===== src/hw/atomics_settings.svh =====
`ifndef ATOMICS_SETTINGS_SVH
`define ATOMICS_SETTINGS_SVH

// receivers are split into an even and an odd half, so keep this even
`define ATOM_N_RECEIVERS 4
`define ATOM_RCV_W 2

`define ATOM_DATA_W 32
`define ATOM_WORD_ADDR_W 16

// four words per line
`define ATOM_LINE_WORDS_W 2

// idle cycles before write-back is 2**width
`define ATOM_FLUSH_TIMER_W 3

`endif


===== src/hw/atomics_pkg.sv =====
`include "atomics_settings.svh"

package atomics_pkg;

   typedef enum logic {
      op_add,
      op_max
   } atomic_op_e;

   typedef enum logic [2:0] {
      unit_idle,
      listening,
      latch_line,
      select_word,
      functioning
   } atomic_state_e;

   // one request as a receiver presents it
   typedef struct packed {
      atomic_op_e                   op;
      logic [`ATOM_WORD_ADDR_W-1:0] addr;
      logic [`ATOM_DATA_W-1:0]      data;
   } atomic_rqst_t;

endpackage


===== src/hw/gmem_pkg.sv =====
`include "atomics_settings.svh"

package gmem_pkg;

   // line snooped from the read-data bus
   typedef struct packed {
      logic                                             valid;
      logic [`ATOM_WORD_ADDR_W-`ATOM_LINE_WORDS_W-1:0]  line_addr;
      logic [(`ATOM_DATA_W << `ATOM_LINE_WORDS_W)-1:0]  data;
   } gmem_line_t;

   typedef struct packed {
      logic [`ATOM_WORD_ADDR_W-1:0] addr;
      logic [`ATOM_DATA_W-1:0]      data;
   } flush_wr_t;

   typedef enum logic [1:0] {
      flush_idle,
      dirty,
      flushing,
      wait_ack
   } flush_state_e;

endpackage


===== src/hw/atomic_rqst_arbiter.sv =====
`timescale 1ns/1ns
`include "atomics_settings.svh"

module atomic_rqst_arbiter (
   input  logic                                              clk,
   input  logic                                              nrst,
   input  atomics_pkg::atomic_rqst_t [`ATOM_N_RECEIVERS-1:0] rcv_rqst,
   input  logic [`ATOM_N_RECEIVERS-1:0]                      rcv_rqst_v,
   output logic [`ATOM_N_RECEIVERS-1:0]                      rcv_ack,
   output logic [`ATOM_N_RECEIVERS-1:0]                      rcv_must_read,
   output logic [`ATOM_N_RECEIVERS-1:0]                      rcv_retire,
   output logic [`ATOM_DATA_W-1:0]                           atomic_rd_data,
   input  logic                                              add_addr_v,
   input  logic                                              max_addr_v,
   input  logic [`ATOM_WORD_ADDR_W-1:0]                      add_addr,
   input  logic [`ATOM_WORD_ADDR_W-1:0]                      max_addr,
   input  logic [`ATOM_DATA_W-1:0]                           add_value,
   input  logic [`ATOM_DATA_W-1:0]                           max_value,
   input  logic                                              line_loaded,
   output logic                                              add_start,
   output logic                                              max_start,
   output logic [`ATOM_WORD_ADDR_W-1:0]                      start_addr,
   output logic                                              add_exec,
   output logic                                              max_exec,
   output logic [`ATOM_DATA_W-1:0]                           exec_val
);

   logic                          half;
   logic                          pick_v;
   logic [`ATOM_RCV_W-1:0]        pick_idx;
   logic                          chk;
   logic                          chk_d;
   logic [`ATOM_RCV_W-1:0]        sel_idx;
   logic [`ATOM_RCV_W-1:0]        sel_idx_d;
   atomics_pkg::atomic_rqst_t     rqst;
   logic                          hit;
   logic                          reading;
   logic                          add_exec_d;
   logic [`ATOM_DATA_W-1:0]       add_value_d;
   logic [`ATOM_DATA_W-1:0]       max_value_d;

   // lowest requesting index in the current half
   always_comb begin
      pick_v = 1'b0;
      pick_idx = '0;
      for (int i = `ATOM_N_RECEIVERS/2-1; i >= 0; i--) begin
         if (rcv_rqst_v[2*i+half]) begin
            pick_v = 1'b1;
            pick_idx = `ATOM_RCV_W'(2*i+half);
         end
      end
   end

   assign hit = (rqst.op == atomics_pkg::op_add) ?
                (add_addr_v && add_addr == rqst.addr) :
                (max_addr_v && max_addr == rqst.addr);

   always_ff @(posedge clk) begin
      if (!nrst) begin
         half <= 1'b0;
         chk <= 1'b0;
         chk_d <= 1'b0;
         reading <= 1'b0;
         rcv_ack <= '0;
         rcv_must_read <= '0;
         rcv_retire <= '0;
         add_start <= 1'b0;
         max_start <= 1'b0;
         add_exec <= 1'b0;
         max_exec <= 1'b0;
         add_exec_d <= 1'b0;
      end else begin
         half <= ~half;
         rcv_ack <= '0;
         if (pick_v) begin
            rcv_ack[pick_idx] <= 1'b1;
         end
         chk <= pick_v;
         chk_d <= chk;

         rcv_must_read <= '0;
         rcv_retire <= '0;
         add_start <= 1'b0;
         max_start <= 1'b0;
         add_exec <= 1'b0;
         max_exec <= 1'b0;
         if (line_loaded) begin
            reading <= 1'b0;
         end
         // a miss while a line read is pending gets neither answer
         if (chk_d) begin
            if (hit) begin
               rcv_retire[sel_idx_d] <= 1'b1;
               add_exec <= (rqst.op == atomics_pkg::op_add);
               max_exec <= (rqst.op == atomics_pkg::op_max);
            end else if (!reading) begin
               rcv_must_read[sel_idx_d] <= 1'b1;
               reading <= 1'b1;
               add_start <= (rqst.op == atomics_pkg::op_add);
               max_start <= (rqst.op == atomics_pkg::op_max);
            end
         end
         add_exec_d <= add_exec;
      end
   end

   always_ff @(posedge clk) begin
      sel_idx <= pick_idx;
      sel_idx_d <= sel_idx;
      rqst <= rcv_rqst[sel_idx];
      start_addr <= rqst.addr;
      exec_val <= rqst.data;
      // value one cycle back is the word before the exec
      add_value_d <= add_value;
      max_value_d <= max_value;
      atomic_rd_data <= add_exec_d ? add_value_d : max_value_d;
   end

endmodule


===== src/hw/atomic_unit.sv =====
`timescale 1ns/1ns
`include "atomics_settings.svh"

module atomic_unit #(
   parameter atomics_pkg::atomic_op_e OP = atomics_pkg::op_add
) (
   input  logic                          clk,
   input  logic                          nrst,
   input  logic                          start,
   input  logic [`ATOM_WORD_ADDR_W-1:0]  start_addr,
   input  logic                          exec,
   input  logic [`ATOM_DATA_W-1:0]       exec_val,
   input  gmem_pkg::gmem_line_t          gmem_rd,
   input  logic                          finish,
   output logic                          addr_v,
   output logic [`ATOM_WORD_ADDR_W-1:0]  addr,
   output logic [`ATOM_DATA_W-1:0]       value,
   output logic                          line_loaded
);

   atomics_pkg::atomic_state_e                      state;
   atomics_pkg::atomic_state_e                      state_n;
   gmem_pkg::gmem_line_t                            snoop_q;
   logic [(`ATOM_DATA_W << `ATOM_LINE_WORDS_W)-1:0] line_q;
   logic                                            line_hit;
   logic [`ATOM_DATA_W-1:0]                         word;
   logic [`ATOM_DATA_W-1:0]                         result;

   assign line_hit = snoop_q.valid &&
                     snoop_q.line_addr == addr[`ATOM_WORD_ADDR_W-1:`ATOM_LINE_WORDS_W];
   assign word = line_q[addr[`ATOM_LINE_WORDS_W-1:0]*`ATOM_DATA_W +: `ATOM_DATA_W];

   // wrapping add or signed max
   always_comb begin
      if (OP == atomics_pkg::op_add) begin
         result = value + exec_val;
      end else if ($signed(exec_val) > $signed(value)) begin
         result = exec_val;
      end else begin
         result = value;
      end
   end

   always_comb begin
      state_n = state;
      case (state)
         atomics_pkg::unit_idle: begin
            if (start) begin
               state_n = atomics_pkg::listening;
            end
         end
         atomics_pkg::listening: begin
            if (line_hit) begin
               state_n = atomics_pkg::latch_line;
            end
         end
         atomics_pkg::latch_line: state_n = atomics_pkg::select_word;
         atomics_pkg::select_word: state_n = atomics_pkg::functioning;
         default: state_n = state;
      endcase
      if (finish) begin
         state_n = atomics_pkg::unit_idle;
      end
   end

   always_ff @(posedge clk) begin
      if (!nrst) begin
         state <= atomics_pkg::unit_idle;
         addr_v <= 1'b0;
         line_loaded <= 1'b0;
      end else begin
         state <= state_n;
         addr_v <= (state_n == atomics_pkg::functioning);
         line_loaded <= (state == atomics_pkg::select_word) &&
                        (state_n == atomics_pkg::functioning);
      end
   end

   always_ff @(posedge clk) begin
      snoop_q <= gmem_rd;
      if (state == atomics_pkg::unit_idle && start) begin
         addr <= start_addr;
      end
      if (state == atomics_pkg::listening && line_hit) begin
         line_q <= snoop_q.data;
      end
      if (state == atomics_pkg::select_word) begin
         value <= word;
      end else if (state == atomics_pkg::functioning && exec) begin
         value <= result;
      end
   end

endmodule


===== src/hw/atomic_flush_ctrl.sv =====
`timescale 1ns/1ns
`include "atomics_settings.svh"

module atomic_flush_ctrl (
   input  logic                          clk,
   input  logic                          nrst,
   input  logic                          add_exec,
   input  logic                          max_exec,
   input  logic [`ATOM_WORD_ADDR_W-1:0]  add_addr,
   input  logic [`ATOM_WORD_ADDR_W-1:0]  max_addr,
   input  logic [`ATOM_DATA_W-1:0]       add_value,
   input  logic [`ATOM_DATA_W-1:0]       max_value,
   output logic                          flush_v,
   output gmem_pkg::flush_wr_t           flush_wr,
   input  logic                          flush_ack,
   output logic                          atomic_can_finish
);

   logic [1:0] exec;
   logic [1:0] in_flush;
   logic [1:0] in_idle;
   logic [1:0] grant;
   logic       sel;
   logic       done;

   // index 0 follows the add unit, index 1 the max unit
   assign exec = {max_exec, add_exec};
   assign grant = flush_v ? 2'b00 : {in_flush[1] & ~in_flush[0], in_flush[0]};
   assign done = flush_v & flush_ack;
   assign atomic_can_finish = &in_idle;

   for (genvar i = 0; i < 2; i++) begin : g_mach
      gmem_pkg::flush_state_e          st;
      logic [`ATOM_FLUSH_TIMER_W-1:0]  timer;
      logic                            again;

      assign in_flush[i] = (st == gmem_pkg::flushing);
      assign in_idle[i] = (st == gmem_pkg::flush_idle);

      always_ff @(posedge clk) begin
         if (!nrst) begin
            st <= gmem_pkg::flush_idle;
            timer <= '0;
            again <= 1'b0;
         end else begin
            case (st)
               gmem_pkg::flush_idle: begin
                  timer <= '0;
                  if (exec[i] || again) begin
                     st <= gmem_pkg::dirty;
                  end
               end
               gmem_pkg::dirty: begin
                  if (exec[i]) begin
                     timer <= '0;
                  end else if (timer == '1) begin
                     st <= gmem_pkg::flushing;
                     again <= 1'b0;
                  end else begin
                     timer <= timer + 1'b1;
                  end
               end
               gmem_pkg::flushing: begin
                  if (exec[i]) begin
                     again <= 1'b1;
                  end
                  if (grant[i]) begin
                     st <= gmem_pkg::wait_ack;
                  end
               end
               default: begin
                  // value sent may already be stale
                  if (exec[i]) begin
                     again <= 1'b1;
                  end
                  if (done && sel == 1'(i)) begin
                     st <= gmem_pkg::flush_idle;
                  end
               end
            endcase
         end
      end
   end

   always_ff @(posedge clk) begin
      if (!nrst) begin
         flush_v <= 1'b0;
         sel <= 1'b0;
      end else if (!flush_v) begin
         if (|in_flush) begin
            flush_v <= 1'b1;
            sel <= ~in_flush[0];
         end
      end else if (flush_ack) begin
         flush_v <= 1'b0;
      end
   end

   // held while flush_v is up
   always_ff @(posedge clk) begin
      if (!flush_v) begin
         flush_wr.addr <= in_flush[0] ? add_addr : max_addr;
         flush_wr.data <= in_flush[0] ? add_value : max_value;
      end
   end

endmodule


===== src/hw/gmem_atomics.sv =====
`timescale 1ns/1ns
`include "atomics_settings.svh"

module gmem_atomics (
   input  logic                                              clk,
   input  logic                                              nrst,
   input  atomics_pkg::atomic_rqst_t [`ATOM_N_RECEIVERS-1:0] rcv_rqst,
   input  logic [`ATOM_N_RECEIVERS-1:0]                      rcv_rqst_v,
   output logic [`ATOM_N_RECEIVERS-1:0]                      rcv_ack,
   output logic [`ATOM_N_RECEIVERS-1:0]                      rcv_must_read,
   output logic [`ATOM_N_RECEIVERS-1:0]                      rcv_retire,
   output logic [`ATOM_DATA_W-1:0]                           atomic_rd_data,
   input  gmem_pkg::gmem_line_t                              gmem_rd,
   output logic                                              flush_v,
   output gmem_pkg::flush_wr_t                               flush_wr,
   input  logic                                              flush_ack,
   input  logic                                              finish,
   output logic                                              atomic_can_finish
);

   logic                          add_start;
   logic                          max_start;
   logic [`ATOM_WORD_ADDR_W-1:0]  start_addr;
   logic                          add_exec;
   logic                          max_exec;
   logic [`ATOM_DATA_W-1:0]       exec_val;
   logic                          add_addr_v;
   logic                          max_addr_v;
   logic [`ATOM_WORD_ADDR_W-1:0]  add_addr;
   logic [`ATOM_WORD_ADDR_W-1:0]  max_addr;
   logic [`ATOM_DATA_W-1:0]       add_value;
   logic [`ATOM_DATA_W-1:0]       max_value;
   logic                          add_loaded;
   logic                          max_loaded;

   atomic_rqst_arbiter i_arbiter (
      .clk            (clk),
      .nrst           (nrst),
      .rcv_rqst       (rcv_rqst),
      .rcv_rqst_v     (rcv_rqst_v),
      .rcv_ack        (rcv_ack),
      .rcv_must_read  (rcv_must_read),
      .rcv_retire     (rcv_retire),
      .atomic_rd_data (atomic_rd_data),
      .add_addr_v     (add_addr_v),
      .max_addr_v     (max_addr_v),
      .add_addr       (add_addr),
      .max_addr       (max_addr),
      .add_value      (add_value),
      .max_value      (max_value),
      .line_loaded    (add_loaded | max_loaded),
      .add_start      (add_start),
      .max_start      (max_start),
      .start_addr     (start_addr),
      .add_exec       (add_exec),
      .max_exec       (max_exec),
      .exec_val       (exec_val)
   );

   atomic_unit #(.OP(atomics_pkg::op_add)) add_unit (
      .clk         (clk),
      .nrst        (nrst),
      .start       (add_start),
      .start_addr  (start_addr),
      .exec        (add_exec),
      .exec_val    (exec_val),
      .gmem_rd     (gmem_rd),
      .finish      (finish),
      .addr_v      (add_addr_v),
      .addr        (add_addr),
      .value       (add_value),
      .line_loaded (add_loaded)
   );

   atomic_unit #(.OP(atomics_pkg::op_max)) max_unit (
      .clk         (clk),
      .nrst        (nrst),
      .start       (max_start),
      .start_addr  (start_addr),
      .exec        (max_exec),
      .exec_val    (exec_val),
      .gmem_rd     (gmem_rd),
      .finish      (finish),
      .addr_v      (max_addr_v),
      .addr        (max_addr),
      .value       (max_value),
      .line_loaded (max_loaded)
   );

   atomic_flush_ctrl i_flush_ctrl (
      .clk               (clk),
      .nrst              (nrst),
      .add_exec          (add_exec),
      .max_exec          (max_exec),
      .add_addr          (add_addr),
      .max_addr          (max_addr),
      .add_value         (add_value),
      .max_value         (max_value),
      .flush_v           (flush_v),
      .flush_wr          (flush_wr),
      .flush_ack         (flush_ack),
      .atomic_can_finish (atomic_can_finish)
   );

endmodule


===== config.mk =====
export PLATFORM = sky130hd
export DESIGN_NAME = gmem_atomics
export DESIGN_NICKNAME = d
export VERILOG_FILES = /design/src/hw/atomics_pkg.sv /design/src/hw/gmem_pkg.sv /design/src/hw/atomic_rqst_arbiter.sv /design/src/hw/atomic_unit.sv /design/src/hw/atomic_flush_ctrl.sv /design/src/hw/gmem_atomics.sv
export VERILOG_INCLUDE_DIRS = /design/src /design/src/hw
export SDC_FILE = /design/constraint.sdc
export NUM_CORES = 1
export LEC_CHECK = 0
export BUFFER_PORTS_ARGS = -buffer_cell sky130_fd_sc_hd__buf_2
export CORE_ASPECT_RATIO = 0.75
export CORE_MARGIN = 2
export CORE_UTILIZATION = 55
export CTS_CLUSTER_DIAMETER = 40
export CTS_CLUSTER_SIZE = 28
export DETAILED_ROUTE_END_ITERATION = 10
export GPL_TIMING_DRIVEN = 0
export PLACE_DENSITY = 0.89
export SYNTH_ARGS = -nofsm -noshare
export SYNTH_HDL_FRONTEND = slang
export SYNTH_SLANG_ARGS = --single-unit

===== constraint.sdc =====
create_clock -name clk -period 27 [get_ports clk]
set_clock_uncertainty 0.05 [all_clocks]
set_input_delay 5.4 -clock clk [delete_from_list [all_inputs] [get_ports clk]]
set_output_delay 5.4 -clock clk [all_outputs]
set_load 0.01 [all_outputs]

-- Word level (Yosys, flattened, before mapping)
Index checks and enable logic that the tools add are counted.
- add/subtract/negate cells: 4
- magnitude comparators: 8
- equal/unequal tests: 30
- shifts and indexed selects: 2
- muxes and demuxes: 65
- bitwise logic cells: 12
- reductions and logical operators: 44
- operators with widths (operator ; count):
    $shiftx A128 B8 Y32 ; 2
    $mux W32 ; 7
    $bmux W49 S2 ; 1
    $mux W49 ; 1
    $add A32 B32 Y32 ; 1
    $eq A16 B16 Y1 ; 2
    $gt A32 B32 Y1 ; 1
    $mux W3 ; 10
    $eq A14 B14 Y1 ; 2
    $mux W2 ; 13
    $pmux W3 S4 ; 2
    $mux W1 ; 21
    $eq A3 B3 Y1 const B ; 6
    $logic_and A1 B1 Y1 ; 16
    $mux W16 ; 1
    $reduce_bool A2 Y1 ; 7
    $eq A3 B2 Y1 const B ; 4
    $ne A2 B2 Y1 const B ; 6
    $pmux W2 S3 ; 2
    $pmux W3 S2 ; 2
    $reduce_and A2 Y1 ; 6
    $reduce_and A5 Y1 ; 2
    $lt A2 B3 Y1 const B ; 3
    $not A1 Y1 ; 9
    23 further kinds ; 38
- register bits after elaboration: 785
- input port bits: 347
- output and inout port bits: 94

-- Logic depth before layout (Yosys ltp)
- depth after elaboration: 9
- gate-level depth with buffers: 10
- mapped depth without buffers: 10

-- Modules after synthesis
From an unflattened synthesis, not the netlist that was laid out.
- cells, all modules: 1873
- area total of the unflattened synthesis: 31277.5 µm²
- by module, submodules not included (module ; instances ; cells an instance ; area each (µm²) ; seq. area each (µm²)):
    atomic_unit (add_unit) ; 1 ; 717 ; 11332.1 ; 8247.9
    atomic_unit (max_unit) ; 1 ; 557 ; 10556.4 ; 8247.9
    atomic_rqst_arbiter ; 1 ; 398 ; 6512.5 ; 4364.2
    atomic_flush_ctrl ; 1 ; 200 ; 2870.3 ; 1721.7
    gmem_atomics ; 1 ; 1 ; 6.3 ; 0.0

-- Least setup slack after synthesis
No wires, ideal clock.
- path kind: register -> register
- from: register add_unit.addr[4]
- to: register add_unit.line_q[0] (enable)
- setup time: 800 ps
- arrival time: 10328 ps
- data required time: 26150 ps
- setup slack: 15822 ps
- cell stages (with the launch flop): 5
- buffers on the path: 0
- clock period less this slack: 11178 ps
- path through: edfxtp_1 > xnor2_1 > nand4_1 > nor4_1 > nor3b_1
- longest elaborated chain between the ends: 3
- RTL lines (element ; RTL line ; RTL):
    from (decl) ; atomic_unit.sv:16 ; output logic [`ATOM_WORD_ADDR_W-1:0] addr,
    from (signal assigned) ; atomic_unit.sv:82 ; addr <= start_addr;
    $eq A14 B14 Y1 ; atomic_unit.sv:30 ; snoop_q.line_addr == addr[`ATOM_WORD_ADDR_W-1:`ATOM_LINE_WORDS_W];
    $logic_and A1 B1 Y1 ; atomic_unit.sv:29 ; assign line_hit = snoop_q.valid &&
    $logic_and A1 B1 Y1 ; atomic_unit.sv:84 ; if (state == atomics_pkg::listening && line_hit) begin
    to (signal assigned) ; atomic_unit.sv:85 ; line_q <= snoop_q.data;
    to (decl) ; atomic_unit.sv:24 ; logic [(`ATOM_DATA_W << `ATOM_LINE_WORDS_W)-1:0] line_q;
No other way between the ends.
A chain may end at the register's enable or synchronous reset.

-- Worst setup path after layout
- from: register i_flush_ctrl.g_mach[0].st[1]
- to: output atomic_can_finish
- longest elaborated chain between the ends: 2
- RTL lines (element ; RTL line ; RTL):
    from (decl) ; atomic_flush_ctrl.sv:33 ; gmem_pkg::flush_state_e st;
    from (signal assigned) ; atomic_flush_ctrl.sv:42 ; st <= gmem_pkg::flush_idle;
    from (signal assigned) ; atomic_flush_ctrl.sv:50 ; st <= gmem_pkg::dirty;
    from (signal assigned) ; atomic_flush_ctrl.sv:57 ; st <= gmem_pkg::flushing;
    $logic_not A2 Y1 ; atomic_flush_ctrl.sv:38 ; assign in_idle[i] = (st == gmem_pkg::flush_idle);
    $reduce_and A2 Y1 ; atomic_flush_ctrl.sv:30 ; assign atomic_can_finish = &in_idle;
    to (decl) ; gmem_atomics.sv:18 ; output logic atomic_can_finish
No other way between the ends.

==> run_results.csv <==
group,metric,value,unit
clocking,cts_buffer_depth,3,
pwr,combinationalPowerShare,7.4,%
synth,syn-num-nets,2216,
synth,synthCells,1791,
grt,grt_pass1_wl,108000,um
worst_setup_path,reg2reg_slack,23480,ps
timing,slew_headroom,24.0,%
worst_setup_path,critical_path_required,21550,ps
pwr,p_clk_share,41.0,%
floorplan,pin_count,441,
worst_setup_path,end_kind,"primary output",
floorplan,die_w,266,um
place,post-dp-hpwl,54600,um
timing,fin_tns_setup,0,ps
timing,min_period,7100,ps
flow_run,maxCapViolCount,0,
timing,setup_viol,0,
floorplan,core_area,50500,um^2
floorplan,die_y,200,um
route,wl,73400,um
route,routedWlPerCell,24.1,um
floorplan,die_area,53300,um^2
place,portBuffers,439,
route,first_iter_violations,1866,
place,gp_congestion,0.922,
place,place_ws,20190,ps
worst_setup_path,crit_path_start_kind,"flop",
pwr,finalPower,2.55,mW
timing,fin_crit_sh,26.3,%
pwr,p_seq_share,51.7,%
clocking,h-tree-depth,3,
pwr,p_int,1.92,mW
final_layout,stdcell_count,3042,
final_layout,layout-drive-gt1-share,34.5,%
status,status,"finished clean",
floorplan,start_util,56.1,%
worst_setup_path,r2r_cells,9,
worst_setup_path,arrival,1650,ps
final_layout,area_growth,21.0,%
pwr,p_switching,0.631,mW
floorplan,rows,71,
timing,hold_viol,0,
clocking,cts_buffers,67,
synth,post-synth-top-area-cell,"edfxtp_1",
clocking,clk_pin_slew_worst_paths,90,ps
timing,worst_pin_slew,1140,ps
clocking,clock_sinks,785,
worst_setup_path,r2r_end,"add_unit.line_q[2]",
worst_setup_path,crit_path_end,"atomic_can_finish",
route,detail_route.first_pass.iterations,5,
place,placed_area,31700,um^2
timing,fmax,141,MHz
synth,netlist_area,28300,um^2
clocking,postCtsSetupBuffers,0,
timing,drv_slew,0,
grt,grt_max_degree,35,
min_path,holdCritPathClass,"flop to flop",
timing,setup_ws,19900,ps
worst_setup_path,regToRegStartpoint,"add_unit.addr[12]",
synth,syn_area_per_cell,15.8,um^2
grt,grt_overflow_total,0,
pwr,p_leak,13.2,nW
worst_setup_path,crit_fanout,8,
final_layout,fin_area,34200,um^2
worst_setup_path,crit_path_start,"i_flush_ctrl.g_mach[0].st[1]",
clocking,cts_root_buf,"clkbuf_16",
clocking,insertion_delay,630,ps
synth,synth_edf_count,400,
timing,rsz0062_at_grt,"no",
final_layout,finalNetCount,2755,
route,ant_nets,0,
place,dp.cells,2918,
timing,whs,255,ps
pwr,ir_drop,58.9,uV
grt,track_usage,27.5,%
clocking,cts_hold_buf,0,
grt,first_global_vias,18000,
synth,synth_top_area_share,42.5,%
grt,antenna_found_initial,3,
clocking,cts_resized,0,
route,drc,0,
synth,synth-seq-area-share,69.7,%
final_layout,num-fill-cells,3340,
synth,synth-async-reset-ratio,0,%
synth,yosys.cell_types.count,74,
synth,ys_ff_latch,785,
clocking,cts_tree,"yes",
pwr,p_per_area,74.7,nW/um^2
synth,synthFlopType,"edfxtp_1",
route,detail_route.vias_per_cell,5.76,
pwr,p_sw_share,24.7,%
final_layout,final_core_util,67.8,%
worst_setup_path,critPathKind,"flop to primary output",
synth,synth_area_leaders,"edfxtp_1, dfxtp_1, mux4_2",
route,num_vias,17500,
synth,ys.warnings.count,0,
==> cell families (layout without fill, tap and decap cells) <==
group	count (synthesis)	count (layout)	synth area share (%)
adders and majority gates	78	78	3.48
buffers and inverters	124	716	1.83
AOI/OAI and AO/OA	223	223	4.93
DFF	785	785	69.7
other	0	2	0
muxes	201	201	12.5
and+or+nand+nor	296	296	4.96
xor gates and xnor gates	84	84	2.60
==> cells in the final DEF (no fill, tap or decap), types with 9 or more instances in the layout <==
cell type | Yosys | routed
xor2_1 | 10 | 10
inv_6 | 0 | 10
clkbuf_1 | 44 | 45
mux2_2 | 82 | 82
buf_6 | 1 | 23
dfxtp_1 | 385 | 385
nand2_1 | 95 | 95
a211oi_1 | 11 | 11
nor3_1 | 20 | 19
xnor2_1 | 74 | 74
a21oi_1 | 66 | 66
ha_1 | 77 | 77
nand2b_1 | 9 | 9
a21o_1 | 14 | 14
edfxtp_1 | 400 | 400
mux4_2 | 113 | 113
nand3_1 | 20 | 20
nand4_1 | 28 | 28
nor2_1 | 76 | 76
clkinv_8 | 0 | 9
buf_2 | 10 | 449
clkbuf_16 | 0 | 72
inv_1 | 57 | 56
o21ai_0 | 67 | 66
==> power by group through the flow <==
stage / clock [mW] / combinational [mW] / sequential, mW
after detailed placement: 0 / 0.183 / 1.35
final: 1.05 / 0.188 / 1.32
after global routing: 1.10 / 0.203 / 1.32
after CTS: 1.05 / 0.186 / 1.32
after global placement: 0 / 0.175 / 1.34
after floorplan: 0 / 0.115 / 1.34
==> registers in the layout (all words and copies together) (netlist names), 3 cells and up <==
signal,cells
i_arbiter.exec_val,32
add_unit.addr,16
max_unit.state,3
add_unit.value,32
i_flush_ctrl.g_mach.timer,6
max_unit.addr,16
i_arbiter.rcv_must_read,4
i_arbiter.add_value_d,32
i_flush_ctrl.g_mach.st,4
add_unit.line_q,128
i_arbiter.rqst,49
i_arbiter.rcv_ack,4
i_arbiter.start_addr,16
max_unit.line_q,128
i_arbiter.atomic_rd_data,32
add_unit.state,3
i_flush_ctrl.flush_wr,48
i_arbiter.rcv_retire,4
max_unit.value,32
i_arbiter.max_value_d,32
max_unit.snoop_q,143
==> cells in the mapped netlist (all sizes together), types with 3 or more instances <==
master and number:
o22ai 3, o31ai 7, mux4 113, a31oi 4, nand2 95, and2 7
nor2 76, edfxtp 400, nand2b 9, nand3 20, inv 57, xnor2 74
o21bai 5, a21o 16, o21a 8, or2 5, or3 7, clkbuf 48
a21boi 3, a21oi 67, nor3 20, nand4 28, o2111ai 3, nor4 7
dfxtp 385, mux2i 5, ha 77, nor2b 4, a211oi 11, buf 19
o211ai 6, mux2 83, and3 4, o21ai 69, xor2 10
==> worst max-delay path: stages, from the launching register on <==
cell and delay, ps:
dfxtp_1 370, inv_1 70, ha_1 280, and2_1 200
buf_2 140
==> cell type report <==
class,instances,area (um^2),share of cell area [%]
Sequential cell,785,19700,57.6
Multi-Input combinational cell,882,8090,23.7
Timing Repair Buffer,470,2570,7.50
Clock buffer,75,1830,5.36
Tap cell,657,822,2.40
Clock inverter,47,653,1.91
Buffer,67,303,0.885
Inverter,57,214,0.625
Antenna cell,2,5.00,0.0146
==> layer usage <==
metal / track usage, % / vias to the layer above / wire (um) / share of wire (%)
li1: - / 7784 / - / -
met4: 8.47 / 0 / 2320 / 3.2
met5: 0 / - / 0 / 0
met3: 5.46 / 143 / 6050 / 8.2
met1: 39.3 / 8722 / 30900 / 42
met2: 43.1 / 858 / 34100 / 47
==> worst min-delay path by stage <==
stage,startpoint,to,slack [ps],depth (start not counted)
after floorplan,i_arbiter.rqst[0],i_arbiter.exec_val[0],260,0
final,i_arbiter.rqst[22],i_arbiter.exec_val[22],250,0
after global placement,i_arbiter.rqst[5],i_arbiter.exec_val[5],260,0
after CTS,i_arbiter.rqst[22],i_arbiter.exec_val[22],260,0
after global routing,i_arbiter.rqst[22],i_arbiter.exec_val[22],270,0
after detailed placement,i_arbiter.rqst[25],i_arbiter.exec_val[25],260,0
No activity file was read; power rests on OpenSTA's default activity.
